==> config.mk <==
export PLATFORM = sky130hd
export DESIGN_NAME = mtime_counter
export DESIGN_NICKNAME = d
export VERILOG_FILES = /design/src/logic/soc_mem_pkg.sv /design/src/logic/mtime_counter.sv
export VERILOG_INCLUDE_DIRS = /design/src /design/src/logic
export SDC_FILE = /design/constraint.sdc
export NUM_CORES = 1
export LEC_CHECK = 0
export ABC_AREA = 1
export BUFFER_PORTS_ARGS = -buffer_cell sky130_fd_sc_hd__buf_2
export CAP_MARGIN = 20
export CORE_MARGIN = 4
export CORE_UTILIZATION = 55
export CTS_CLUSTER_SIZE = 20
export DETAILED_ROUTE_END_ITERATION = 8
export PLACE_DENSITY = 0.76
export RECOVER_POWER = 100
export SYNTH_ARGS = -nofsm -noshare
export SYNTH_HDL_FRONTEND = slang
export SYNTH_SLANG_ARGS = --single-unit
==> constraint.sdc <==
create_clock -name clk_i -period 2.7 [get_ports clk_i]
set_input_delay 0.135 -clock clk_i [delete_from_list [all_inputs] [get_ports clk_i]]
set_output_delay 0.135 -clock clk_i [all_outputs]
set_load 0.05 [all_outputs]
==> src/logic/soc_mem_cfg.svh <==
`ifndef SOC_MEM_CFG_SVH
`define SOC_MEM_CFG_SVH

// Main memory window, decoded as (addr & ~mask) == base
`define RAM_BASE 32'h4000_0000
`define RAM_MASK 32'h000F_FFFF

// Physical RAM depth in 32-bit words
`define RAM_WORDS 1024
`define RAM_AW 10

// Emulated external RAM wait, in stages
`define RAM_DELAY 16

// Machine timer, read as two words
`define MTIME_LO_ADDR 32'h3000_0000
`define MTIME_HI_ADDR 32'h3000_0004

// UART receive bit time in clocks
`define CLKS_PER_BIT 16

// Loader keyword "PROG", first byte ends up in the top byte
`define PROG_KEY 32'h5052_4F47

`endif

==> src/logic/soc_mem_pkg.sv <==
`include "soc_mem_cfg.svh"

package soc_mem_pkg;

  typedef logic [31:0] addr_t;
  typedef logic [31:0] data_t;
  typedef logic [3:0] strb_t;
  typedef logic [7:0] byte_t;
  typedef logic [63:0] mtime_t;
  typedef logic [`RAM_AW-1:0] ram_idx_t;

  // All-zero wstrb is a read
  typedef struct packed {
    logic  valid;
    addr_t addr;
    data_t wdata;
    strb_t wstrb;
  } bus_req_t;

  typedef struct packed {
    logic  ready;
    data_t rdata;
  } bus_rsp_t;

  typedef struct packed {
    logic     en;
    ram_idx_t idx;
    data_t    data;
    strb_t    strb;
  } ram_wr_t;

  typedef enum logic [1:0] {IDLE, RAM_WAIT, RAM_DONE} bus_state_e;

  typedef enum logic [1:0] {HUNT, COUNT, DATA, RELEASE} load_state_e;

endpackage

==> src/logic/mtime_counter.sv <==
module mtime_counter
  import soc_mem_pkg::*;
(
  input  logic   clk_i,
  input  logic   core_rst_n_i,
  output mtime_t mtime_o
);

  mtime_t count_q;

  // Held at zero for as long as the core is in reset
  always_ff @(posedge clk_i) begin
    if (!core_rst_n_i) begin
      count_q <= '0;
    end else begin
      count_q <= count_q + 64'd1;
    end
  end

  assign mtime_o = count_q;

endmodule

==> summary.md <==
The flow ran to the end, and the final reports show no timing, DRC or antenna violations. The total number of nets in the final design is 713, and the static leakage is 0.00164 uW. For the final routed database, the setup TNS stands at 0 ns. The logs give 728 for the number of fillers in the final layout and 6790 um^2 for the area inside the core boundary. The boundary pin count is 66, and the register-to-register setup slack is 0.77 ns.

The number of rows in the core area is 30, and the detailed-route DRC error count is 0. The detail-routed via count per cell works out to 5.21. The number of synthesized flops with an enable pin was 0; the overall routed net length was 11700 um. The ratio of total power to cell area is 440 nW/um^2. For this run, the leading register cell type out of synthesis is sky130_fd_sc_hd__dfxtp_1. TritonCTS built the clock tree. The setup-violating endpoint count in the final report is 0, and the share of the synthesized area in the top cell type is 0.332. The share of the clock period used by the worst path is 0.714, and the hold violation total from the final report is 0.

The number of flip-flops under the largest register name works out to 64. Gates resized during post-CTS repair numbered 0. The clock reaches the later pin of the worst-skew pair after 0.35 ns. Critical-path maximum fanout: 6.

The data required time at the worst endpoint was 2.94 ns. Walking the worst path, the cells encountered are nand2_1, nor2_1, nand2_1, nor2_1, nand2_1, nor2_4, nand2_1, nand2_1, nor2_1. In this design, the largest share of critical-path delay is due to simple AND/OR/NAND/NOR gates. The run gives 0.375 as the headroom to the max-slew limit.

The cell repeated most along the worst path is sky130_fd_sc_hd__nand2_1. The clock input transition at the sequential cells of the worst setup and hold paths was 0.07 ns. Buffers added to address setup during post-CTS repair amount to 0. Hold buffer count at cts: 0. The type of the tightest min-delay check is input port to flop.

Clock skew on the completed layout was measured at 0.00811 ns. The worst path needs 1.93 ns of the cycle, external delays included. The fraction of the yosys area taken by sequential cells came out at 0.332. STA classifies the critical path endpoint as a flop. The number of clock buffers inserted by TritonCTS is 9, and the maximum number of pins on one net before global-route repair is 27.

The number of H-tree branching levels was 3; the floorplan die width was 91.8 um. The fraction of synthesis flops using an asynchronous set or reset pin was 0; the number of buffer and inverter instances along the worst setup path was 0. Count of state elements after synthesis: 64. The tree is rooted in a sky130_fd_sc_hd__clkbuf_8. The logs give 29 for the number of distinct library cells after synthesis and 3873 for the number of global-route vias before repair. After technology mapping, the gate count stands at 639.

For this block, the via count after detailed routing is 4224. The count of buffers added on input and output ports is 65. The post-synthesis instance area was 3860 um^2. The category of the critical setup timing path is flop to flop.

Synthesis produced a netlist with a net count of 642. The die span in y is 91.8 um. The layout overhead on the synthesized area was 11.5%; the sequential fraction of design power was 0.503. In the final routed layout, each cell accounts on average for 14.5 um. The relative contribution of combinational cells to total power came out at 0.028. Yosys attributes the largest share of cell area to sky130_fd_sc_hd__dfxtp_1 (33%), sky130_fd_sc_hd__nand2_1 (19%), sky130_fd_sc_hd__nor2_1 (16%). The share of power burned in the clock network came out at 0.469. The switching power share of the total was 0.222; the number of search-and-repair iterations in the first detailed-routing pass was 5. At the pin with the least slew margin, the transition time is 0.937 ns. The switching power was 421 uW.

Commonest non-fill, non-tap cell in the layout: sky130_fd_sc_hd__nand2_1. The layout cell share with drive strength beyond 1 was 0.0392; the area of the die was 8430 um^2. The total congestion overflow is 0, and the maximum cell stage delay along the critical path is 0.41 ns. Timing would allow up to 519 MHz. For the worst setup path, the data arrival time is 2.17 ns.

The final number of max-transition violations is 0, and the max-capacitance violation count is 0. The overall routing resource usage was 0.285; the number of antenna repair diodes was 0. The run gives 2160 um^2 as the area of the multi-input gates. Setup repair after global routing left no endpoint under its margin. The worst setup path is launched from a flop. In this run the remaining antenna-violating nets after routing total 0. The Yosys step of the flow raised 0 warnings.

Once detailed placement completed, the half-perimeter wirelength came to 9420 um. The overall power consumption was 1890 uW. Leaving out fill and tap cells, the most frequent cells in the layout are sky130_fd_sc_hd__nand2_1 (200), sky130_fd_sc_hd__nor2_1 (172), sky130_fd_sc_hd__inv_1 (72). The slowest stage cell on the critical path was sky130_fd_sc_hd__dfxtp_1.

The internal power of the cells totals 1470 uW. The mean area per synthesized cell was 6.04 um^2; the routability congestion estimate from global placement was 1.06. The first global-routing pass estimated 18900 um of wire. VDD sags by at most 326 uV.

The run gives 2 as the maximum buffer depth of the clock tree. CTS saw 64 sinks. The starting utilization of the core area was 0.569. The number of antenna violations at the first check in global routing is 0, and the sequential cell area in the final layout is 1280 um^2. The first routing iteration left 356 violations. sky130_fd_sc_hd__dfxtp_1 takes more of the synthesized area than any other cell.
synth_stat cells (2+ instances only):
library cell,n
sky130_fd_sc_hd__nand4_1,11
sky130_fd_sc_hd__o21a_1,4
sky130_fd_sc_hd__o21bai_2,3
sky130_fd_sc_hd__inv_2,6
sky130_fd_sc_hd__nand2_4,3
sky130_fd_sc_hd__clkbuf_1,6
sky130_fd_sc_hd__nor2_4,7
sky130_fd_sc_hd__or2_0,2
sky130_fd_sc_hd__nor3_1,3
sky130_fd_sc_hd__nand2_1,193
sky130_fd_sc_hd__nor2_1,164
sky130_fd_sc_hd__inv_1,70
sky130_fd_sc_hd__xor2_1,7
sky130_fd_sc_hd__o21bai_1,7
sky130_fd_sc_hd__nand2_2,6
sky130_fd_sc_hd__a21oi_1,27
sky130_fd_sc_hd__nor2_8,3
sky130_fd_sc_hd__xnor2_1,2
sky130_fd_sc_hd__nand3_1,27
sky130_fd_sc_hd__dfxtp_1,64
sky130_fd_sc_hd__nor2_2,3
sky130_fd_sc_hd__o21ai_0,12
sky130_fd_sc_hd__o21ai_1,3
layout make-up:
cell class,instances,area share
Multi-Input combinational cell,493,0.503
Timing Repair Buffer,66,0.0587
Sequential cell,64,0.298
Tap cell,96,0.0279
Inverter,76,0.0663
Clock inverter,4,0.0163
Clock buffer,11,0.0305
power by group through the flow:
stage | Sequential, uW | Combinational, uW | Clock (uW)
after global routing | 951 | 60.8 | 938
after detailed placement | 973 | 56.6 | 0
final | 952 | 53.6 | 888
after floorplan | 986 | 29.6 | 0
after global placement | 973 | 55.5 | 0
after CTS | 951 | 56.5 | 899
routing by layer:
layer / up-vias / GRT usage / part of all wire
met4: 0 / 0.116 / 0.025
met1: 1932 / 0.395 / 0.45
met3: 27 / 0.0509 / 0.075
met5: - / 0 / 0
met2: 149 / 0.435 / 0.45
li1: 2116 / - / -
kinds of logic (layout without fill, tap and decap cells):
| logic type | after synthesis | after routing | synth area share |
|---|---|---|---|
| flops | 64 | 64 | 0.332 |
| fa+ha+maj | 1 | 1 | 0.00324 |
| xor+xnor | 9 | 9 | 0.0204 |
| compound gates | 56 | 56 | 0.0845 |
| buf+inv | 82 | 157 | 0.0797 |
| simple gates | 427 | 427 | 0.480 |
worst paths after layout:
kind | from | end | cells past startpoint
worst min register to register | mtime_o[0] | mtime_o[0] | 1
worst min-delay path | core_rst_n_i | mtime_o[1] | 3
worst max register to register | mtime_o[2] | mtime_o[63] | 9
worst max-delay path | mtime_o[2] | mtime_o[63] | 9
worst min-delay path: stages:
cell,delay [ns]
sky130_fd_sc_hd__buf_2,0.20
sky130_fd_sc_hd__nand2_1,0.09
sky130_fd_sc_hd__inv_1,0.03
through the flow:
stage	setup slack (ns)	util	cells	instance area (um^2)	hold slack, ns
finish	0.772	0.634	810	4310	0.163
global route	0.518	0.634	810	4310	0.200
CTS	0.915	0.662	810	4490	0.166
detailed placement	0.938	0.632	795	4290	0.472
global placement	0.999	0.632	795	4290	0.459
floorplan	0.763	-	639	3860	0.312
No activity file was read; power rests on OpenSTA's default activity.
