<file path="config.mk">
export PLATFORM = sky130hd
export DESIGN_NAME = bus_ctrl
export DESIGN_NICKNAME = d
export VERILOG_FILES = /design/src/logic/soc_mem_pkg.sv /design/src/logic/bus_ctrl.sv
export VERILOG_INCLUDE_DIRS = /design/src /design/src/logic
export SDC_FILE = /design/constraint.sdc
export NUM_CORES = 1
export LEC_CHECK = 0
export BUFFER_PORTS_ARGS = -buffer_cell sky130_fd_sc_hd__buf_2
export CAP_MARGIN = 10
export CORE_AREA = 4 4 116 118
export DETAILED_ROUTE_END_ITERATION = 8
export DIE_AREA = 0 0 120 122
export PLACE_DENSITY = 0.58
export SKIP_CTS_REPAIR_TIMING = 1
export SYNTH_ARGS = -nofsm -noshare
export SYNTH_HDL_FRONTEND = slang
export SYNTH_SLANG_ARGS = --single-unit
</file>
<file path="constraint.sdc">
create_clock -name clk_i -period 4.4 [get_ports clk_i]
set_clock_uncertainty 0.1 [all_clocks]
set_input_delay 0.22 -clock clk_i [delete_from_list [all_inputs] [get_ports clk_i]]
set_output_delay 0.22 -clock clk_i [all_outputs]
set_load 0.03 [all_outputs]
</file>
<file path="src/logic/soc_mem_cfg.svh">
`ifndef SOC_MEM_CFG_SVH
`define SOC_MEM_CFG_SVH

// Main memory window, decoded as (addr & ~mask) == base
`define RAM_BASE 32'h4000_0000
`define RAM_MASK 32'h000F_FFFF

// Physical RAM depth in 32-bit words
`define RAM_WORDS 1024
`define RAM_AW 10

// Emulated external RAM wait, in stages
`define RAM_DELAY 16

// Machine timer, read as two words
`define MTIME_LO_ADDR 32'h3000_0000
`define MTIME_HI_ADDR 32'h3000_0004

// UART receive bit time in clocks
`define CLKS_PER_BIT 16

// Loader keyword "PROG", first byte ends up in the top byte
`define PROG_KEY 32'h5052_4F47

`endif

</file>
<file path="src/logic/soc_mem_pkg.sv">
`include "soc_mem_cfg.svh"

package soc_mem_pkg;

  typedef logic [31:0] addr_t;
  typedef logic [31:0] data_t;
  typedef logic [3:0] strb_t;
  typedef logic [7:0] byte_t;
  typedef logic [63:0] mtime_t;
  typedef logic [`RAM_AW-1:0] ram_idx_t;

  // All-zero wstrb is a read
  typedef struct packed {
    logic  valid;
    addr_t addr;
    data_t wdata;
    strb_t wstrb;
  } bus_req_t;

  typedef struct packed {
    logic  ready;
    data_t rdata;
  } bus_rsp_t;

  typedef struct packed {
    logic     en;
    ram_idx_t idx;
    data_t    data;
    strb_t    strb;
  } ram_wr_t;

  typedef enum logic [1:0] {IDLE, RAM_WAIT, RAM_DONE} bus_state_e;

  typedef enum logic [1:0] {HUNT, COUNT, DATA, RELEASE} load_state_e;

endpackage

</file>
<file path="src/logic/bus_ctrl.sv">
`include "soc_mem_cfg.svh"

module bus_ctrl
  import soc_mem_pkg::*;
(
  input  logic     clk_i,
  input  logic     rst_n,
  input  bus_req_t bus_req_i,
  output bus_rsp_t bus_rsp_o,
  input  logic     prog_active_i,
  input  ram_wr_t  loader_wr_i,
  output logic     ram_rd_en_o,
  output ram_idx_t ram_rd_idx_o,
  input  data_t    ram_rd_data_i,
  output ram_wr_t  ram_wr_o,
  input  mtime_t   mtime_i
);

  localparam int unsigned WAIT_W = $clog2(`RAM_DELAY);
  localparam logic [WAIT_W-1:0] WAIT_LAST = WAIT_W'(`RAM_DELAY - 1);

  bus_state_e        state_q;
  bus_state_e        state_d;
  logic [WAIT_W-1:0] wait_cnt_q;
  logic              ram_hit;
  logic              mtime_lo_hit;
  logic              mtime_hi_hit;
  logic              is_read;
  logic              imm_ready;
  ram_wr_t           bus_wr;

  // Address decode
  assign ram_hit      = (bus_req_i.addr & ~`RAM_MASK) == `RAM_BASE;
  assign mtime_lo_hit = bus_req_i.addr == `MTIME_LO_ADDR;
  assign mtime_hi_hit = bus_req_i.addr == `MTIME_HI_ADDR;
  assign is_read      = ~|bus_req_i.wstrb;

  always_comb begin
    state_d = state_q;
    unique case (state_q)
      IDLE: begin
        if (bus_req_i.valid && ram_hit) begin
          state_d = RAM_WAIT;
        end
      end
      RAM_WAIT: begin
        if (wait_cnt_q == WAIT_LAST) begin
          state_d = RAM_DONE;
        end
      end
      RAM_DONE: state_d = IDLE;
      default:  state_d = IDLE;
    endcase
    // Loader owns the memory, drop whatever was in flight
    if (prog_active_i) begin
      state_d = IDLE;
    end
  end

  always_ff @(posedge clk_i) begin
    if (!rst_n) begin
      state_q    <= IDLE;
      wait_cnt_q <= '0;
    end else begin
      state_q <= state_d;
      if (state_q == RAM_WAIT) begin
        wait_cnt_q <= wait_cnt_q + 1'b1;
      end else begin
        wait_cnt_q <= '0;
      end
    end
  end

  // Timer and unmapped addresses answer in the request cycle
  assign imm_ready       = bus_req_i.valid & ~ram_hit & (state_q == IDLE);
  assign bus_rsp_o.ready = ~prog_active_i & (imm_ready | (state_q == RAM_DONE));

  always_comb begin
    if (state_q == RAM_DONE) begin
      bus_rsp_o.rdata = ram_rd_data_i;
    end else if (mtime_lo_hit) begin
      bus_rsp_o.rdata = mtime_i[31:0];
    end else if (mtime_hi_hit) begin
      bus_rsp_o.rdata = mtime_i[63:32];
    end else begin
      bus_rsp_o.rdata = '0;
    end
  end

  // Read issued in the last wait stage so the word is there with ready
  assign ram_rd_en_o  = (state_q == RAM_WAIT) && (wait_cnt_q == WAIT_LAST) && is_read;
  assign ram_rd_idx_o = bus_req_i.addr[`RAM_AW+1:2];

  assign bus_wr.en   = (state_q == RAM_DONE) && !is_read;
  assign bus_wr.idx  = bus_req_i.addr[`RAM_AW+1:2];
  assign bus_wr.data = bus_req_i.wdata;
  assign bus_wr.strb = bus_req_i.wstrb;

  assign ram_wr_o = prog_active_i ? loader_wr_i : bus_wr;

endmodule

</file>
==> results.md, run 1 <==
* First-pass iteration count of the detailed router at 4
* R2R depth at 4
* Data required, critical path at 4080 ps
* Count of cell types in the netlist at 35
* DR iter-0 viols at 32
* Clock power frac at 28.9%
* Pin count of the biggest net entering global routing at between 50 and 60
* Synth warn at 0
* DR WL/cell at 14.5 µm
* Initial antenna violation count at 0
* Row cnt at between 40 and 50
* WHS at 169 ps
* Top cell type's share of synthesized area at 28.7%
* Worst-Margin Slew at 1060 ps
* Gr usage total at 11.8%
* Clock Path Buffers at 2
* IO Pins at approximately 310
* CP peak stage delay at 600 ps
* Mapped Avg Cell Area at 8.44 µm²
* Residual DRC at 0
* Final setup viols at 0
* Yosys top cell by area: mux2_2
* GRT overflow at 0
* Worst min path class: input pin to flip-flop
* H-tree depth at 1
* First-pass GRT wire length at 13900 µm
* CP max-delay cell: nand3_2
* Core Region at 12500 µm²
* Sequential area share after synthesis at 6.65%
* WP data arrival at 2610 ps
* Met1 wire length at 3440 µm
* Hold wc startpoint: rst_n
* Layout area overhead at 91.7%
* Setup crit start kind: input pin
* CTS Buf Count at 3
* Pwr dens at 146 nW/µm²
* Gate Count Post-Synth at 214
* Root buffer cell: clkbuf_16
* Crit path cell chain: buf_2, or4_1, nor4_4, nand3_2, buf_4, o21ai_2, buf_2
* WL final at 9710 µm
* Sequential share of power at 10.8%
* Most frequent cell after synthesis: mux2_2
* Die area at 14600 µm²
* Internal power at 0.311 mW
* Status: finished, final reports clean
* RSZ-0062 raised after global routing: false
* Final Hold Violating Endpoints at 0
* Reg2Reg Setup Slack at 3220 ps
* Post-detail-place hpwl at 8580 µm
* Syn nets at 430
* Antenna diodes at 0
* Number of global-route vias before repair at 2738
* Setup TNS Final at 0 ps
* WHS Endpoint: wait_cnt_q[1]$_SDFF_PN0_
* Layout Nets at around 720
* Post-synth EDFFs at 0
* Critical path's most frequent cell: buf_2
* WL met2 at 5080 µm
* Fin crit share at about 67%
* Vias per cell at 4.03
* Initial Utilization at 14.5%
* Dpl cell area at 3390 µm²
* Clock sink count at 6
* Combinational fraction of design power at 60.3%
* Layout cells sized above 1 at 78.9%
* CTS tree: done
* CP startpoint: bus_req_i[41]
* GPL Wtd Cong at 0.754
* CP top delay family: simple AND/OR/NAND/NOR gates
* Worst Setup End Kind: primary output
* Worst slew margin at 29.2%
* Switching Share at 38.8%
* Worst-path maximum fanout at 23
* #FFs+latches synth at 6
* Port bufs at 305
* Antenna Violating Nets Remaining at 0
* VDD IR max at 80.4 µV
* CTS clock-pin slew for the worst setup and hold paths at roughly 30 ps
* Synth area leaders: mux2_2, mux2i_1, o21ai_2
* Sw Pwr at 0.196 mW
* Post-layout util at roughly 28%
* Crit path buf inv count at 3
* Most frequent cells after synthesis: mux2_2, nand2_1, mux2i_1
* Vias at 2699
* MaxCap Viol Count at 0
* Fmax at ~340 MHz
* Ys async rst share at 0%
* Worst-skew pair later-pin latency at 230 ps
* RR Endpoint: state_q[1]$_SDFFE_PP0P_
* DR WL met3 at 1150 µm
* Most common flop cell mapped by yosys: dfxtp_1
* Hold Path Stages at 2
* Max layer used: met4
* Post-Syn Area at 1810 µm²
* P_leak at 1.92 nW
* Fin. max-slew vios at 0
* Tmin final at 2930 ps
* Final Instance Area at ~3500 µm²
* Worst r2r src: wait_cnt_q[0]$_SDFF_PN0_
* Critical path type: input pin to primary output
* Die outline height at around 120 µm
* Die X at between 100 and 150 µm
[per-layer routing]
metal  track usage, %  up-vias
li1                 -     1341
met1             13.3     1178
met2             22.6      176
met3             3.20        4
met4             1.50        0
met5                0        -
[power by group through the flow]
| stage | Combinational [mW] | Sequential (mW) | Clock (mW) |
|---|---|---|---|
| 6_report | 0.306 | 0.0547 | 0.146 |
| 2_1_floorplan | 0.170 | 0.0555 | 0 |
| 4_1_cts | 0.310 | 0.0547 | 0.148 |
| 3_3_place_gp | 0.307 | 0.0555 | 0 |
| 3_5_place_dp | 0.308 | 0.0555 | 0 |
| 5_1_grt | 0.329 | 0.0547 | 0.151 |
[stage by stage]
stage / instances / worst slack (ps) / total power [mW]
final: 670 / 1470 / 0.507
after global routing: 670 / 1330 / 0.535
after CTS: 670 / 1370 / 0.512
after detailed placement: 667 / 1370 / 0.364
after global placement: 667 / 1410 / 0.363
after floorplan: 214 / 2180 / 0.226
[worst max-delay path by stage]
stage | to | slack [ps] | cells past startpoint
floorplan | bus_rsp_o[12] | 2180 | 4
global placement | bus_rsp_o[28] | 1410 | 7
detailed placement | bus_rsp_o[28] | 1370 | 7
CTS | bus_rsp_o[28] | 1370 | 7
global route | bus_rsp_o[19] | 1330 | 7
finish | bus_rsp_o[10] | 1470 | 7
[flip-flops by register name (all words and copies together) (netlist names)]
register    count
state_q         2
wait_cnt_q      4
[layout make-up]
class                   instances  area, µm²
flip-flops and latches          6        120
repair buffers                308       1550
well taps                     172        215
multi-input cells             181       1500
fillers                      1408       9000
clock buffers                   3       75.1
[cell usage in the layout (no fill, tap or decap), types with 2 or more instances in the layout]
cell         n
dfxtp_1      6
mux2i_1     32
o21ai_0      3
o21ai_2     30
nand3_1      3
nor2_1       4
or4_1        5
nor3b_1      2
buf_4        3
buf_2      305
nand2_1     35
clkbuf_16    3
mux2_2      46
nor3_1       2
[cell families after synthesis]
group                      Yosys count  synth area share (%)
buffers and inverters               27                  10.2
and+or+nand+nor                     65                  19.1
adders and majority gates            1                 0.692
AOI/OAI and AO/OA                   35                  15.9
muxes                               78                  46.4
DFF                                  6                  6.65
xor gates and xnor gates             2                 0.970
Note: power is estimated with default switching activity, not from simulation.
==> run 2, diff against run 1 <==
Settings changed: ABC_AREA from default to 1, PLACE_DENSITY 0.58 to 0.61.
Clock period 4.4 ns to 2.85 ns, I/O delays scaled along.
==> results.md, run 2 <==
* Status: finished, final reports clean
* Layout cells sized above 1 at 45.5% (-33 points)
* Tmin final at 2160 ps
* Mapped Avg Cell Area at 4.66 µm² (-45%)
* Setup crit start kind: input pin
* Synth warn at 0 (unchanged)
* CTS clock-pin slew for the worst setup and hold paths at 30 ps (about the same)
* Largest Register: wait_cnt_q
* CP peak stage delay at 450 ps (-150 ps)
* Synth area leaders: nand2_1, nand3_1, dfxtp_1
* Switching Share at 41.0% (+2.2 points)
* GPL Wtd Cong at 0.844 (+12%)
* Initial Utilization at 17.1% (+2.6 points)
* H-tree depth at 1 (unchanged)
* Biggest regs: wait_cnt_q x4, state_q x2
* Syn nets at 674 (+57%)
* Fin crit share at 75.7%
* WHS at 81.2 ps (-88.0 ps)
* Clock power frac at 30.5% (+1.6 points)
* GRT overflow at 0 (unchanged)
* CTS tree: done
* Clock Path Buffers at 2 (unchanged)
* Worst-skew pair later-pin latency at 230 ps (about the same)
* Total power at 0.740 mW (+46%)
* Pwr dens at 196 nW/µm² (+34%)
* Worst-path maximum fanout at 23 (unchanged)
* Crit path buf inv count at 4 (+1)
* Combinational fraction of design power at 58.0% (-2.3 points)
* Number of global-route vias before repair at 3326 (+21%)
* CP max-delay cell: nor2_4
* Layout area overhead at 76.9%
* Worst Setup End Kind: primary output
* Met1 wire length at 4310 µm (+25%)
* Top cell type's share of synthesized area at 48.7% (+20 points)
* Post-Syn Area at 2140 µm² (+18%)
* Max layer used: met4
* Setup ws final at 691 ps (-775 ps)
* Port bufs at 305 (unchanged)
* DR iter-0 viols at 112 (+250%)
* Residual DRC at 0 (unchanged)
* Count of cell types in the netlist at 25 (-29%)
* First-pass GRT wire length at 15500 µm (+11%)
* P_leak at 2.57 nW (+34%)
* Die area at 14600 µm² (unchanged)
* RSZ-0062 raised after global routing: false
* VDD IR max at 150 µV (+86%)
* Commonest non-fill, non-tap cells in the layout: buf_2, nand2_1, nand3_1
* Pin count of the biggest net entering global routing at 54 (+3.8%)
* WL final at 10600 µm (+9.3%)
* Gate Count Post-Synth at 458 (+110%)
* Worst min path class: input pin to flip-flop
* #FFs+latches synth at 6 (unchanged)
* Critical path's most frequent cell: nand2_1
* Die X at 120 µm (unchanged)
* CTS Buf Count at 3 (unchanged)
* Ys async rst share at 0% (unchanged)
* Most common cell after layout, fill and taps aside: buf_2
* Final Hold Violating Endpoints at 0 (unchanged)
* Data required, critical path at 2610 ps (-1470 ps)
* Die outline height at 122 µm (unchanged)
* Root buffer cell: clkbuf_16
* Critical path type: input pin to primary output
* Sw Pwr at 0.303 mW (+54%)
* Layout Nets at 955 (+33%)
* Largest register FFs at 4 (unchanged)
* Most frequent cells after synthesis: nand2_1, nand3_1, inv_1
* Initial antenna violation count at 0 (unchanged)
* DR WL met3 at 855 µm (-25%)
* MaxCap Viol Count at 0 (unchanged)
* Fmax at 463 MHz
* Antenna diodes at 0 (unchanged)
* Crit path cell chain: buf_2, inv_1, nand2_1, nor2_1, nand2_1, nor2_4, buf_4, nand3_1, nand2_1, nand2_1, nand2_1, buf_2
* Row cnt at 41 (unchanged)
* Post-Place Cells at 906 (+36%)
* WP data arrival at 1920 ps (-690 ps)
* Vias per cell at 4.04 (+0.20%)
* Most frequent cell after synthesis: nand2_1
* Worst slew margin at 43.5% (+14 points)
* Setup TNS Final at 0 ps (unchanged)
* Clock sink count at 6 (unchanged)
* Antenna Violating Nets Remaining at 0 (unchanged)
* Internal power at 0.437 mW (+41%)
* Post-detail-place hpwl at 9130 µm (+6.4%)
* Vias at 3669 (+36%)
* IO Pins at 306 (unchanged)
* Sequential share of power at 11.4% (+0.6 points)
* DR WL/cell at 11.7 µm (-19%)
* Post-synth EDFFs at 0 (unchanged)
* Core Region at 12500 µm² (unchanged)
* Final setup viols at 0 (unchanged)
* Worst-Margin Slew at 842 ps (-221 ps)
* Fin. max-slew vios at 0 (unchanged)
* Gr usage total at 12.6% (+0.80 points)
* Most common flop cell mapped by yosys: dfxtp_1
* Yosys top cell by area: nand2_1
* CP top delay family: simple AND/OR/NAND/NOR gates
* Non-filler cells, final at 909 (+36%)
* Worst slack at placement at 691 ps (-683 ps)
* WL met2 at 5390 µm (+6.0%)
* Sequential area share after synthesis at 5.62% (-1.0 points)
* First-pass iteration count of the detailed router at 4 (unchanged)
-- run 2: logic make-up (layout without fill, tap and decap cells) --
group,count (synthesis),count (layout),share of synthesized area (%)
fa+ha+maj,1,1,0.586
flops,6,6,5.62
compound gates,11,11,2.70
simple gates,373,373,74.6
buf+inv,67,346,16.5
-- run 2: final timing paths --
kind,start,end,slack [ps],cells after the start
worst min-delay path,rst_n,state_q[0]$_SDFFE_PP0P_,80,3
worst max-delay path,bus_req_i[43],bus_rsp_o[27],690,12
worst min register to register,wait_cnt_q[0]$_SDFF_PN0_,wait_cnt_q[0]$_SDFF_PN0_,350,1
worst max register to register,state_q[0]$_SDFFE_PP0P_,wait_cnt_q[3]$_SDFF_PN0_,1730,5
-- run 2: cell type report --
type,instances,area [µm²]
Fill cell,1476,8690
Multi-Input combinational cell,385,1660
Timing Repair Buffer,314,1590
Tap cell,172,215
Sequential cell,6,120
Inverter,29,109
Clock buffer,3,75.1
-- run 2: worst register-to-register path, delay by kind of cell (launching register included) --
kind / cells / cell delay, ps
AO/OA/AOI/OAI: 2 / 300
buffers and inverters: 1 / 50
AND/OR/NAND/NOR: 2 / 280
flip-flops: 1 / 310
-- run 2: power by group through the flow --
stage	logic (mW)	clock network [mW]	registers, mW
after floorplan	0.215	0	0.0857
after global placement	0.429	0	0.0857
after detailed placement	0.430	0	0.0857
after CTS	0.432	0.232	0.0845
after global routing	0.467	0.235	0.0845
final	0.429	0.226	0.0845
-- run 2: layer usage --
metal | global-route usage [%] | up-vias
met5 | 0 | -
met4 | 1.57 | 0
met3 | 2.32 | 6
met2 | 23.7 | 160
met1 | 15.2 | 1547
li1 | - | 1956
-- run 2: per-stage QoR --
stage / cell area [µm²] / util [%]
6_report: 3780 / 30.3
3_5_place_dp: 3700 / 29.7
3_3_place_gp: 3700 / 29.7
2_1_floorplan: 2140 / -
5_1_grt: 3780 / 30.3
4_1_cts: 3780 / 30.3
