--- config.mk ---
export PLATFORM = sky130hd
export DESIGN_NAME = prog_loader
export DESIGN_NICKNAME = d
export VERILOG_FILES = /design/src/logic/soc_mem_pkg.sv /design/src/logic/prog_loader.sv
export VERILOG_INCLUDE_DIRS = /design/src /design/src/logic
export SDC_FILE = /design/constraint.sdc
export NUM_CORES = 1
export LEC_CHECK = 0
export ABC_AREA = 1
export BUFFER_PORTS_ARGS = -buffer_cell sky130_fd_sc_hd__buf_2
export CAP_MARGIN = 10
export CORE_ASPECT_RATIO = 1.4
export CORE_MARGIN = 5
export CORE_UTILIZATION = 55
export DETAILED_ROUTE_END_ITERATION = 7
export GPL_TIMING_DRIVEN = 1
export PLACE_DENSITY = 0.74
export SKIP_LAST_GASP = 1
export SLEW_MARGIN = 20
export SYNTH_ARGS = -nofsm -noshare
export SYNTH_HDL_FRONTEND = slang
export SYNTH_SLANG_ARGS = --single-unit
export TNS_END_PERCENT = 50
--- constraint.sdc ---
create_clock -name clk_i -period 3.3 [get_ports clk_i]
set_clock_uncertainty 0.05 [all_clocks]
set_input_delay 0.66 -clock clk_i [delete_from_list [all_inputs] [get_ports clk_i]]
set_output_delay 0.66 -clock clk_i [all_outputs]
set_load 0.005 [all_outputs]
--- src/logic/soc_mem_cfg.svh ---
`ifndef SOC_MEM_CFG_SVH
`define SOC_MEM_CFG_SVH

// Main memory window, decoded as (addr & ~mask) == base
`define RAM_BASE 32'h4000_0000
`define RAM_MASK 32'h000F_FFFF

// Physical RAM depth in 32-bit words
`define RAM_WORDS 1024
`define RAM_AW 10

// Emulated external RAM wait, in stages
`define RAM_DELAY 16

// Machine timer, read as two words
`define MTIME_LO_ADDR 32'h3000_0000
`define MTIME_HI_ADDR 32'h3000_0004

// UART receive bit time in clocks
`define CLKS_PER_BIT 16

// Loader keyword "PROG", first byte ends up in the top byte
`define PROG_KEY 32'h5052_4F47

`endif

--- src/logic/soc_mem_pkg.sv ---
`include "soc_mem_cfg.svh"

package soc_mem_pkg;

  typedef logic [31:0] addr_t;
  typedef logic [31:0] data_t;
  typedef logic [3:0] strb_t;
  typedef logic [7:0] byte_t;
  typedef logic [63:0] mtime_t;
  typedef logic [`RAM_AW-1:0] ram_idx_t;

  // All-zero wstrb is a read
  typedef struct packed {
    logic  valid;
    addr_t addr;
    data_t wdata;
    strb_t wstrb;
  } bus_req_t;

  typedef struct packed {
    logic  ready;
    data_t rdata;
  } bus_rsp_t;

  typedef struct packed {
    logic     en;
    ram_idx_t idx;
    data_t    data;
    strb_t    strb;
  } ram_wr_t;

  typedef enum logic [1:0] {IDLE, RAM_WAIT, RAM_DONE} bus_state_e;

  typedef enum logic [1:0] {HUNT, COUNT, DATA, RELEASE} load_state_e;

endpackage

--- src/logic/prog_loader.sv ---
`include "soc_mem_cfg.svh"

module prog_loader
  import soc_mem_pkg::*;
(
  input  logic    clk_i,
  input  logic    rst_n,
  input  logic    uart_rx_i,
  output logic    prog_active_o,
  output logic    prog_led_o,
  output ram_wr_t loader_wr_o
);

  localparam int unsigned CNT_W = $clog2(2 * `CLKS_PER_BIT);
  localparam logic [CNT_W-1:0] FIRST_SAMPLE = CNT_W'(`CLKS_PER_BIT + `CLKS_PER_BIT / 2 - 1);
  localparam logic [CNT_W-1:0] BIT_RELOAD = CNT_W'(`CLKS_PER_BIT - 1);

  logic [1:0]       rx_sync_q;
  logic             rx_line;
  logic             rx_busy_q;
  logic [CNT_W-1:0] rx_cnt_q;
  logic [3:0]       rx_bit_q;
  byte_t            rx_shift_q;
  logic             rx_valid_q;

  load_state_e state_q;
  data_t       key_win_q;
  data_t       key_next;
  logic [15:0] n_words_q;
  logic [15:0] word_cnt_q;
  logic [1:0]  byte_cnt_q;
  data_t       word_buf_q;
  data_t       word_next;
  logic        wr_en_q;
  ram_idx_t    wr_idx_q;
  data_t       wr_data_q;

  assign rx_line = rx_sync_q[1];

  // Byte receiver, samples each bit in its middle
  always_ff @(posedge clk_i) begin
    if (!rst_n) begin
      rx_sync_q  <= 2'b11;
      rx_busy_q  <= 1'b0;
      rx_cnt_q   <= '0;
      rx_bit_q   <= '0;
      rx_valid_q <= 1'b0;
    end else begin
      rx_sync_q  <= {rx_sync_q[0], uart_rx_i};
      rx_valid_q <= 1'b0;
      if (!rx_busy_q) begin
        if (!rx_line) begin
          rx_busy_q <= 1'b1;
          rx_cnt_q  <= FIRST_SAMPLE;
          rx_bit_q  <= '0;
        end
      end else if (rx_cnt_q != '0) begin
        rx_cnt_q <= rx_cnt_q - 1'b1;
      end else if (rx_bit_q != 4'd8) begin
        rx_shift_q <= {rx_line, rx_shift_q[7:1]};
        rx_bit_q   <= rx_bit_q + 1'b1;
        rx_cnt_q   <= BIT_RELOAD;
      end else begin
        // Stop bit sample, a low line here is a framing error
        rx_busy_q  <= 1'b0;
        rx_valid_q <= rx_line;
      end
    end
  end

  assign key_next  = {key_win_q[23:0], rx_shift_q};
  assign word_next = {rx_shift_q, word_buf_q[31:8]};

  always_ff @(posedge clk_i) begin
    if (!rst_n) begin
      state_q    <= HUNT;
      key_win_q  <= '0;
      n_words_q  <= '0;
      word_cnt_q <= '0;
      byte_cnt_q <= '0;
      wr_en_q    <= 1'b0;
    end else begin
      wr_en_q <= 1'b0;
      unique case (state_q)
        HUNT: begin
          if (rx_valid_q) begin
            key_win_q <= key_next;
            if (key_next == `PROG_KEY) begin
              key_win_q  <= '0;
              byte_cnt_q <= '0;
              state_q    <= COUNT;
            end
          end
        end
        COUNT: begin
          if (rx_valid_q) begin
            byte_cnt_q <= byte_cnt_q + 1'b1;
            if (byte_cnt_q == 2'd0) begin
              n_words_q[7:0] <= rx_shift_q;
            end else begin
              n_words_q[15:8] <= rx_shift_q;
              byte_cnt_q      <= '0;
              word_cnt_q      <= '0;
              state_q <= ({rx_shift_q, n_words_q[7:0]} == 16'd0) ? RELEASE : DATA;
            end
          end
        end
        DATA: begin
          if (rx_valid_q) begin
            byte_cnt_q <= byte_cnt_q + 1'b1;
            if (byte_cnt_q == 2'd3) begin
              wr_en_q    <= 1'b1;
              word_cnt_q <= word_cnt_q + 16'd1;
              if (word_cnt_q + 16'd1 == n_words_q) begin
                state_q <= RELEASE;
              end
            end
          end
        end
        RELEASE: state_q <= HUNT;
        default: state_q <= HUNT;
      endcase
    end
  end

  // Word assembly, low byte arrives first
  always_ff @(posedge clk_i) begin
    if (state_q == DATA && rx_valid_q) begin
      word_buf_q <= word_next;
      if (byte_cnt_q == 2'd3) begin
        wr_idx_q  <= word_cnt_q[`RAM_AW-1:0];
        wr_data_q <= word_next;
      end
    end
  end

  assign loader_wr_o.en   = wr_en_q;
  assign loader_wr_o.idx  = wr_idx_q;
  assign loader_wr_o.data = wr_data_q;
  assign loader_wr_o.strb = 4'hF;

  assign prog_active_o = state_q != HUNT;
  assign prog_led_o    = prog_active_o;

endmodule

==> metrics.md, run 1 <==
| Metric | Value |
|---|---|
| Status | `finished clean` |
| Worst max-slew margin expressed relative to the limit | `39.93%` |
| Crit path largest cell delay | `720 ps` |
| Yosys reg bits | `around 150` |
| Net switching power figure | `0.8584 mW` |
| Switching power as a share of total power | `22.16%` |
| Final Setup Violations | `0` |
| Total half-perimeter wirelength after legalization and detailed placement | `8.045 mm` |
| Vias | `4328` |
| Clk buf depth | `2` |
| Max Cap Viol | `0` |
| Area overhead of the layout relative to synthesis | `15.52%` |
| Part of the total power dissipated in sequential elements | `between 40% and 50%` |
| Cell Pwr Density | `~560 nW/um^2` |
| Resized cells post-CTS | `0` |
| Shortest clock period the worst path allows after layout | `2461 ps` |
| Simple-gate portion of the synthesized area | `18.52%` |
| Share of cells above drive strength 1 | `14.75%` |
| Die ar. | `13170 um^2` |
| Internal power | `3.016 mW` |
| Count of input and output buffers | `47` |
| Placed instance area | `6367 um^2` |
| Clock transition at the registers of the reported paths | `60 ps` |
| Mapped Area | `6021 um^2` |
| Instance count along the most critical hold path | `1` |
| Post-detailed-route DRC marker count | `0` |
| Highest-delay cell along the critical path | `sky130_fd_sc_hd__clkinv_1` |
| Number of optimization iterations in the first detailed-route pass | `5` |
| Number of distinct library cell variants in the gate-level netlist after synthesis | `36` |
| Count of cells along the worst register-to-register path | `6` |
| Insertion delay to the later sink of the worst-skew pair | `410 ps` |
| Multiplexer share of the synthesized area | `0%` |
| Count of fill cells added during filler insertion | `863` |
| Startpoint of the worst register-to-register path | `state_q[0]$_SDFFE_PN0P_` |
| Root Driver | `sky130_fd_sc_hd__clkbuf_16` |
| Critical path cell sequence | `inv_1 > ha_1 > nand2_1 > clkinv_1 > o21ai_0 > a21oi_1` |
| Critical path start-end classification | `reg2reg` |
| Final instance area | `6955 um^2` |
| Number of H-tree branching levels | `4` |
| Origin of the worst setup path | `state_q[0]$_SDFFE_PN0P_` |
| WL per Instance | `14.33 um` |
| Worst voltage drop across the vdd grid | `0.3638 mV` |
| Antenna Cells | `0` |
| Total count of max-transition violations in the final report | `0` |
| Combinational group share of total power | `around 1.6%` |
| Startpoint type of the worst setup path | `flop` |
| Std cell rows | `45` |
| Adder-cell area share of the yosys netlist | `2.286%` |
| Inserted Clock Buffers | `17` |
| Synthesized-area fraction occupied by ao, oa, aoi and oai cells | `10.29%` |
| Worst-case hold path end point | `rx_sync_q[1]$_SDFF_PN1_` |
| Average size of a mapped cell | `9.790 um^2` |
| Clock tree from TritonCTS | `done` |
| Number of global-route vias before repair | `just over 4000` |
| Critical path buffers and inverters | `2` |
| Initial antenna violation count | `0` |
| Overall die width | `between 90 and 100 um` |
| Post-CTS Setup Repair Bufs | `0` |
| Worst min path class | `reg2reg` |
| Kind of cell adding the most delay to the critical path | `buffers and inverters` |
| Worst setup slack for register-to-register paths | `840 ps` |
| WP data arrival | `2690 ps` |
| Highest achievable clock rate | `406.3 MHz` |
| Largest net degree at the start of global routing | `43` |
| Gp weighted congestion | `0.8734` |
| Iteration-0 DRC count of the detailed router | `approximately 280` |
| Count of mapped cells out of synthesis | `between 600 and 700` |
| Setup tns final | `0 ps` |
| Combinational family with the most area after synthesis | `simple AND/OR/NAND/NOR gates` |
| Clock share of power | `48.6%` |
| Total wire length after detailed routing | `11.73 mm` |
| Period Utilization, post-route | `roughly three quarters` |
| Total core area | `10810 um^2` |
| Number of routed nets with antenna violations | `0` |
| Unrepaired setup endpoints after global routing | `no` |
| Critical Path End Type | `flop` |
| Remaining global-route overflow | `0` |
| Largest fanout of any net on the critical path | `37` |
| Hold violation total from the final report | `0` |
| Top-Level Pins | `52` |
| Sequential area share after synthesis | `61.51%` |
| Count of clock tree sinks | `148` |
| Worst min-delay path startpoint | `rx_sync_q[0]$_SDFF_PN1_` |
| Starting density of the core | `55.69%` |
| Crit Reg-Reg Endpoint | `key_win_q[9]$_SDFFE_PN0P_` |
| Standby leakage power | `2.567 nW` |
| Synth Area in XOR/XNOR | `1.642%` |
| Number of synthesis warnings | `0` |
| Measured slew at the worst slew-check pin | `900.0 ps` |
| Wire length of the first global-routing pass | `19.24 mm` |
| WP data required | `approximately 3500 ps` |
| Vias/cell | `5.284` |
| GRT Overall Usage | `18.38%` |
| Hold_buf cts | `0` |
| Vertical extent of the die | `133.8 um` |
| Net total in the final layout | `679` |
==> layout make-up <==
| class | instances | area [um^2] | share of cell area [%] |
|---|---|---|---|
| inverters | 63 | 236.5 | 3.400 |
| well taps | 141 | 176.4 | 2.536 |
| flip-flops and latches | 148 | 3704 | 53.25 |
| clock buffers | 17 | 425.4 | 6.116 |
| repair buffers | 50 | 257.7 | 3.706 |
| clock inverters | 15 | 162.7 | 2.339 |
| multi-input cells | 385 | 1993 | 28.66 |
==> cell families after synthesis <==
logic type / Yosys count
AND/OR/NAND/NOR: 245
flip-flops: 148
AO/OA/AOI/OAI: 117
buffers and inverters: 85
adder cells (fa/ha/maj): 11
XOR/XNOR: 8
other: 1
==> cells in the mapped netlist (all sizes together) <==
cell type / n / share of area [%]
clkbuf: 14 / 0.87
inv: 61 / 3.8
nand3b: 5 / 0.62
o21bai: 3 / 0.44
nor2: 46 / 3.4
conb: 1 / 0.062
nand3: 50 / 4.2
clkinv: 2 / 0.12
dfxtp: 74 / 25
xnor2: 3 / 0.44
xnor3: 1 / 0.37
o211ai: 1 / 0.12
nand2: 114 / 7.3
nor3: 7 / 0.58
nor4: 5 / 0.52
ha: 11 / 2.3
o21ai: 41 / 3.4
or2: 5 / 0.52
edfxtp: 74 / 37
a21oi: 64 / 5.3
a211oi: 6 / 0.75
a31oi: 1 / 0.10
xor2: 3 / 0.44
a221oi: 1 / 0.15
nand4: 13 / 1.4
xor3: 1 / 0.39
buf: 8 / 0.89
==> routing by layer <==
metal	vias up	GRT usage, %	routed length, um
met4	0	8.504	344
li1	2207	-	-
met5	-	0	0
met2	106	32.66	6060
met1	1985	20.42	4785
met3	30	4.787	543
==> sequential cells by signal, summed over array words and instances (netlist names), 5 cells and up <==
name	cells
n_words_q	16
word_cnt_q	16
rx_shift_q	8
key_win_q	24
word_buf_q	24
rx_cnt_q	5
wr_data_q	32
wr_idx_q	10
==> placed cells by master, fill, tap and decap left out, types with 2 or more instances in the layout <==
master	count
sky130_fd_sc_hd__nor2_4	4
sky130_fd_sc_hd__o21ai_0	41
sky130_fd_sc_hd__xor2_1	3
sky130_fd_sc_hd__inv_1	60
sky130_fd_sc_hd__conb_1	4
sky130_fd_sc_hd__o21bai_1	2
sky130_fd_sc_hd__a211oi_1	6
sky130_fd_sc_hd__nand3b_1	5
sky130_fd_sc_hd__clkinv_1	3
sky130_fd_sc_hd__dfxtp_1	74
sky130_fd_sc_hd__clkbuf_16	17
sky130_fd_sc_hd__buf_2	47
sky130_fd_sc_hd__inv_8	3
sky130_fd_sc_hd__ha_1	11
sky130_fd_sc_hd__nand2_1	110
sky130_fd_sc_hd__nand2_2	4
sky130_fd_sc_hd__nor4_1	5
sky130_fd_sc_hd__buf_4	3
sky130_fd_sc_hd__inv_6	6
sky130_fd_sc_hd__nand4_1	13
sky130_fd_sc_hd__a21oi_1	64
sky130_fd_sc_hd__nand3_1	49
sky130_fd_sc_hd__edfxtp_1	74
sky130_fd_sc_hd__nor3_1	7
sky130_fd_sc_hd__nor2_1	38
sky130_fd_sc_hd__nor2_2	4
sky130_fd_sc_hd__clkinv_4	3
sky130_fd_sc_hd__xnor2_1	3
sky130_fd_sc_hd__or2_2	4
==> stage by stage <==
stage / hold slack [ps] / setup WS [ps] / cells / total power, mW / util (%)
floorplan: 342.5 / 313.9 / 618 / 2.017 / -
global placement: 349.3 / 1013 / 787 / 2.028 / 58.90
detailed placement: 353.3 / 885.0 / 787 / 2.031 / 58.90
CTS: 369.6 / 869.0 / 819 / 3.898 / 64.34
global route: 364.1 / 483.5 / 819 / 4.011 / 64.34
finish: 366.6 / 839.0 / 819 / 3.874 / 64.34
==> power by group through the flow <==
stage,sequential [mW],combinational [mW],clock (mW)
2_1_floorplan,1.97,0.0500,0
3_3_place_gp,1.97,0.0577,0
5_1_grt,1.93,0.0682,2.01
6_report,1.93,0.0601,1.88
3_5_place_dp,1.97,0.0600,0
4_1_cts,1.93,0.0606,1.91
==> how the worst max path moves through the flow <==
stage | endpoint | slack, ps | cells past startpoint
after floorplan | wr_data_q[0]$_DFFE_PP_ | 310 | 4
after global placement | key_win_q[19]$_SDFFE_PN0P_ | 1010 | 6
after detailed placement | key_win_q[9]$_SDFFE_PN0P_ | 890 | 6
after CTS | key_win_q[9]$_SDFFE_PN0P_ | 870 | 6
after global routing | key_win_q[14]$_SDFFE_PN0P_ | 480 | 6
final | key_win_q[9]$_SDFFE_PN0P_ | 840 | 6
==> worst reg2reg max path, stage by stage (launching register included) <==
cell                       delay, ps
sky130_fd_sc_hd__dfxtp_1         420
sky130_fd_sc_hd__inv_1            90
sky130_fd_sc_hd__ha_1            240
sky130_fd_sc_hd__nand2_1         290
sky130_fd_sc_hd__clkinv_1        730
sky130_fd_sc_hd__o21ai_0         440
sky130_fd_sc_hd__a21oi_1          70
No activity file was read; power rests on OpenSTA's default activity.
==> run 2, diff against run 1 <==
Settings changed: CORE_UTILIZATION 55 to 53, PLACE_DENSITY 0.74 to 0.75.
Clock period 3.3 ns to 2.2 ns, I/O delays scaled along.
==> run 2 against run 1 <==
Effect of this change:
- cell count is 2.8% higher
- global-route usage grew 1.7 points
- worst hold slack got worse by 210 ps
- wire length grew 9.2%
- via count increased by 3.4%
- cell area up 2.6%
- combinational power up 71%
- maximum frequency increased by 19%
- worst setup slack got worse by 710 ps
- clock power up 49%
==> metrics.md, run 2 (synthesis gave the netlist of run 1 again) <==
| Metric | Value |
|---|---|
| Count of clock tree sinks | `148 (unchanged)` |
| Post-place setup slack | `-28.83 ps (-913.9 ps)` |
| Inserted Clock Buffers | `17 (unchanged)` |
| Clock transition at the registers of the reported paths | `60 ps (about the same)` |
| Startpoint type of the worst setup path | `flop` |
| Critical path cell sequence | `nand3_1 > nor2_2 > nand3_1 > nand2_1 > nand3_1 > nand2_1 > nand2_1 > nor2_1 > nand3_1 > nand2_2 > nand3_1 > nand2_1 > nor2_1` |
| WP data required | `2460 ps (-1070 ps)` |
| Commonest cells after routing, fill and taps aside | `sky130_fd_sc_hd__nand2_1 (110), sky130_fd_sc_hd__edfxtp_1 (74), sky130_fd_sc_hd__dfxtp_1 (73), sky130_fd_sc_hd__a21oi_1 (64), sky130_fd_sc_hd__inv_1 (60)` |
| Worst max-slew margin expressed relative to the limit | `66.05% (+26 points)` |
| Cell total after placement | `808 (+2.7%)` |
| Area of combinational cells with multiple inputs | `2001 um^2 (+0.38%)` |
| Vias/cell | `5.316 (+0.59%)` |
| Largest net degree at the start of global routing | `43 (unchanged)` |
| Max Cap Viol | `0 (unchanged)` |
| Number of H-tree branching levels | `4 (unchanged)` |
| WL per Instance | `15.22 um (+6.3%)` |
| Top-Level Pins | `52 (unchanged)` |
| Starting density of the core | `53.65% (-2.0 points)` |
| Final Non-Filler Cells | `842 (+2.8%)` |
| Total half-perimeter wirelength after legalization and detailed placement | `8.728 mm (+8.5%)` |
| Std cell rows | `46 (+2.2%)` |
| Post-detailed-route DRC marker count | `0 (unchanged)` |
| Topmost layer with routed signal wires | `met4` |
| Antenna Cells | `0 (unchanged)` |
| Highest-delay cell along the critical path | `sky130_fd_sc_hd__dfxtp_1` |
| Initial antenna violation count | `0 (unchanged)` |
| Cell Pwr Density | `812.2 nW/um^2 (+46%)` |
| Number of global-route vias before repair | `4401 (+6.2%)` |
| Highest achievable clock rate | `483.2 MHz (+19%)` |
| Root Driver | `sky130_fd_sc_hd__clkbuf_16` |
| Status | `finished clean` |
| Iteration-0 DRC count of the detailed router | `243 (-13%)` |
| Commonest non-fill, non-tap cell in the layout | `sky130_fd_sc_hd__nand2_1` |
| Count of input and output buffers | `47 (unchanged)` |
| Shortest clock period the worst path allows after layout | `2070 ps (-391.3 ps)` |
| Total met2 wirelength after detailed routing | `6.706 mm (+11%)` |
| Clock tree from TritonCTS | `done` |
| Insertion delay to the later sink of the worst-skew pair | `420 ps (about the same)` |
| Leading registers by flop count | `wr_data_q: 32 flops, key_win_q: 24 flops, word_buf_q: 24 flops` |
| Register area | `3705 um^2 (about the same)` |
| Net total in the final layout | `700 (+3.1%)` |
| Fin worst setup slack | `130.3 ps (-708.7 ps)` |
| Metal1 wirelength | `4.865 mm (+1.7%)` |
| Area overhead of the layout relative to synthesis | `18.56%` |
| Vias | `4476 (+3.4%)` |
| Gp weighted congestion | `0.8811 (+0.88%)` |
| Number of routed nets with antenna violations | `0 (unchanged)` |
| WP data arrival | `2330 ps (-360 ps)` |
| Critical Path End Type | `flop` |
| Count of fill cells added during filler insertion | `908 (+5.2%)` |
| Total power after layout | `5.797 mW (+50%)` |
| Number of optimization iterations in the first detailed-route pass | `5 (unchanged)` |
| Critical path start-end classification | `reg2reg` |
| Register ranked first by flip-flop count | `wr_data_q` |
| Total core area | `11220 um^2 (+3.8%)` |
| Crit path largest cell delay | `490 ps (-230 ps)` |
| Largest fanout of any net on the critical path | `7 (-81%)` |
| Overall die width | `100.1 um (+1.7%)` |
| Hold violation total from the final report | `0 (unchanged)` |
| Remaining global-route overflow | `0 (unchanged)` |
| Most repeated library cell on the critical path | `sky130_fd_sc_hd__nand3_1` |
| Setup tns final | `0 ps (unchanged)` |
| Die ar. | `13620 um^2 (+3.4%)` |
| Period Utilization, post-route | `94.08% (+20 points)` |
| Standby leakage power | `2.672 nW (+4.1%)` |
| Wire length of the first global-routing pass | `21.02 mm (+9.2%)` |
| Measured slew at the worst slew-check pin | `504.6 ps (-395.5 ps)` |
| Final Setup Violations | `0 (unchanged)` |
| Worst min path class | `in2reg` |
| Total wire length after detailed routing | `12.82 mm (+9.2%)` |
| Worst voltage drop across the vdd grid | `0.5382 mV (+48%)` |
| Total count of max-transition violations in the final report | `0 (unchanged)` |
| Share of cells above drive strength 1 | `17.62% (+2.9 points)` |
| Vertical extent of the die | `136.1 um (+1.7%)` |
| Final worst hold slack | `153.2 ps (-213.4 ps)` |
| Met3 wire len | `680 um (+25%)` |
| Flip-flop count of the largest register after layout | `32 (unchanged)` |
| Unrepaired setup endpoints after global routing | `yes` |
| Clk buf depth | `2 (unchanged)` |
| GRT Overall Usage | `20.04% (+1.7 points)` |
run 2: final cells by class:
| type | count | share of cell area (%) |
|---|---|---|
| repair buffers | 71 | 6.170 |
| well taps | 144 | 2.524 |
| flip-flops and latches | 148 | 51.90 |
| inverters | 63 | 3.313 |
| clock buffers | 17 | 5.960 |
| multi-input cells | 385 | 28.03 |
| clock inverters | 14 | 2.103 |
run 2: repair_timing:
item                                    4_1_cts  5_1_grt
buffers inserted                              3        0
gates cloned                                  0        0
hold buffers                                  0        0
resized for setup                             0        3
endpoints found under the setup margin        3       18
pin swaps                                     1        0
run 2: routing by layer:
metal	GRT usage, %	vias to the layer above
met1	21.14	2059
met5	0	-
met3	5.185	45
li1	-	2230
met4	11.84	0
met2	35.56	142
run 2: power by group:
part           leakage, nW  total, mW  switching, mW  internal (mW)
clock                0.284       2.80           1.13           1.68
sequential            1.27       2.89        0.00888           2.88
combinational         1.12      0.103         0.0683         0.0345
total                 2.67       5.80           1.20           4.59
run 2: worst paths after layout:
kind | slack, ps | cells after the start | end | startpoint
worst max-delay path | 130 | 13 | state_q[0]$_SDFFE_PN0P_ | word_cnt_q[2]$_SDFFE_PN0P_
worst min-delay path | 150 | 2 | rx_sync_q[0]$_SDFF_PN1_ | uart_rx_i
worst max register to register | 130 | 13 | state_q[0]$_SDFFE_PN0P_ | word_cnt_q[2]$_SDFFE_PN0P_
worst min register to register | 370 | 0 | wr_data_q[0]$_DFFE_PP_ | word_buf_q[8]$_DFFE_PP_
run 2: per-stage QoR:
step                      utilization [%]  area (um^2)
after floorplan                         -         6040
after global placement              58.19         6531
after detailed placement            58.19         6531
after CTS                           63.52         7129
after global routing                63.60         7138
final                               63.60         7138
run 2: worst max-delay path: cells and delay by family, from the launching register on:
kind	cells	cell delay (ps)
flip-flops	1	490
AND/OR/NAND/NOR	13	1420
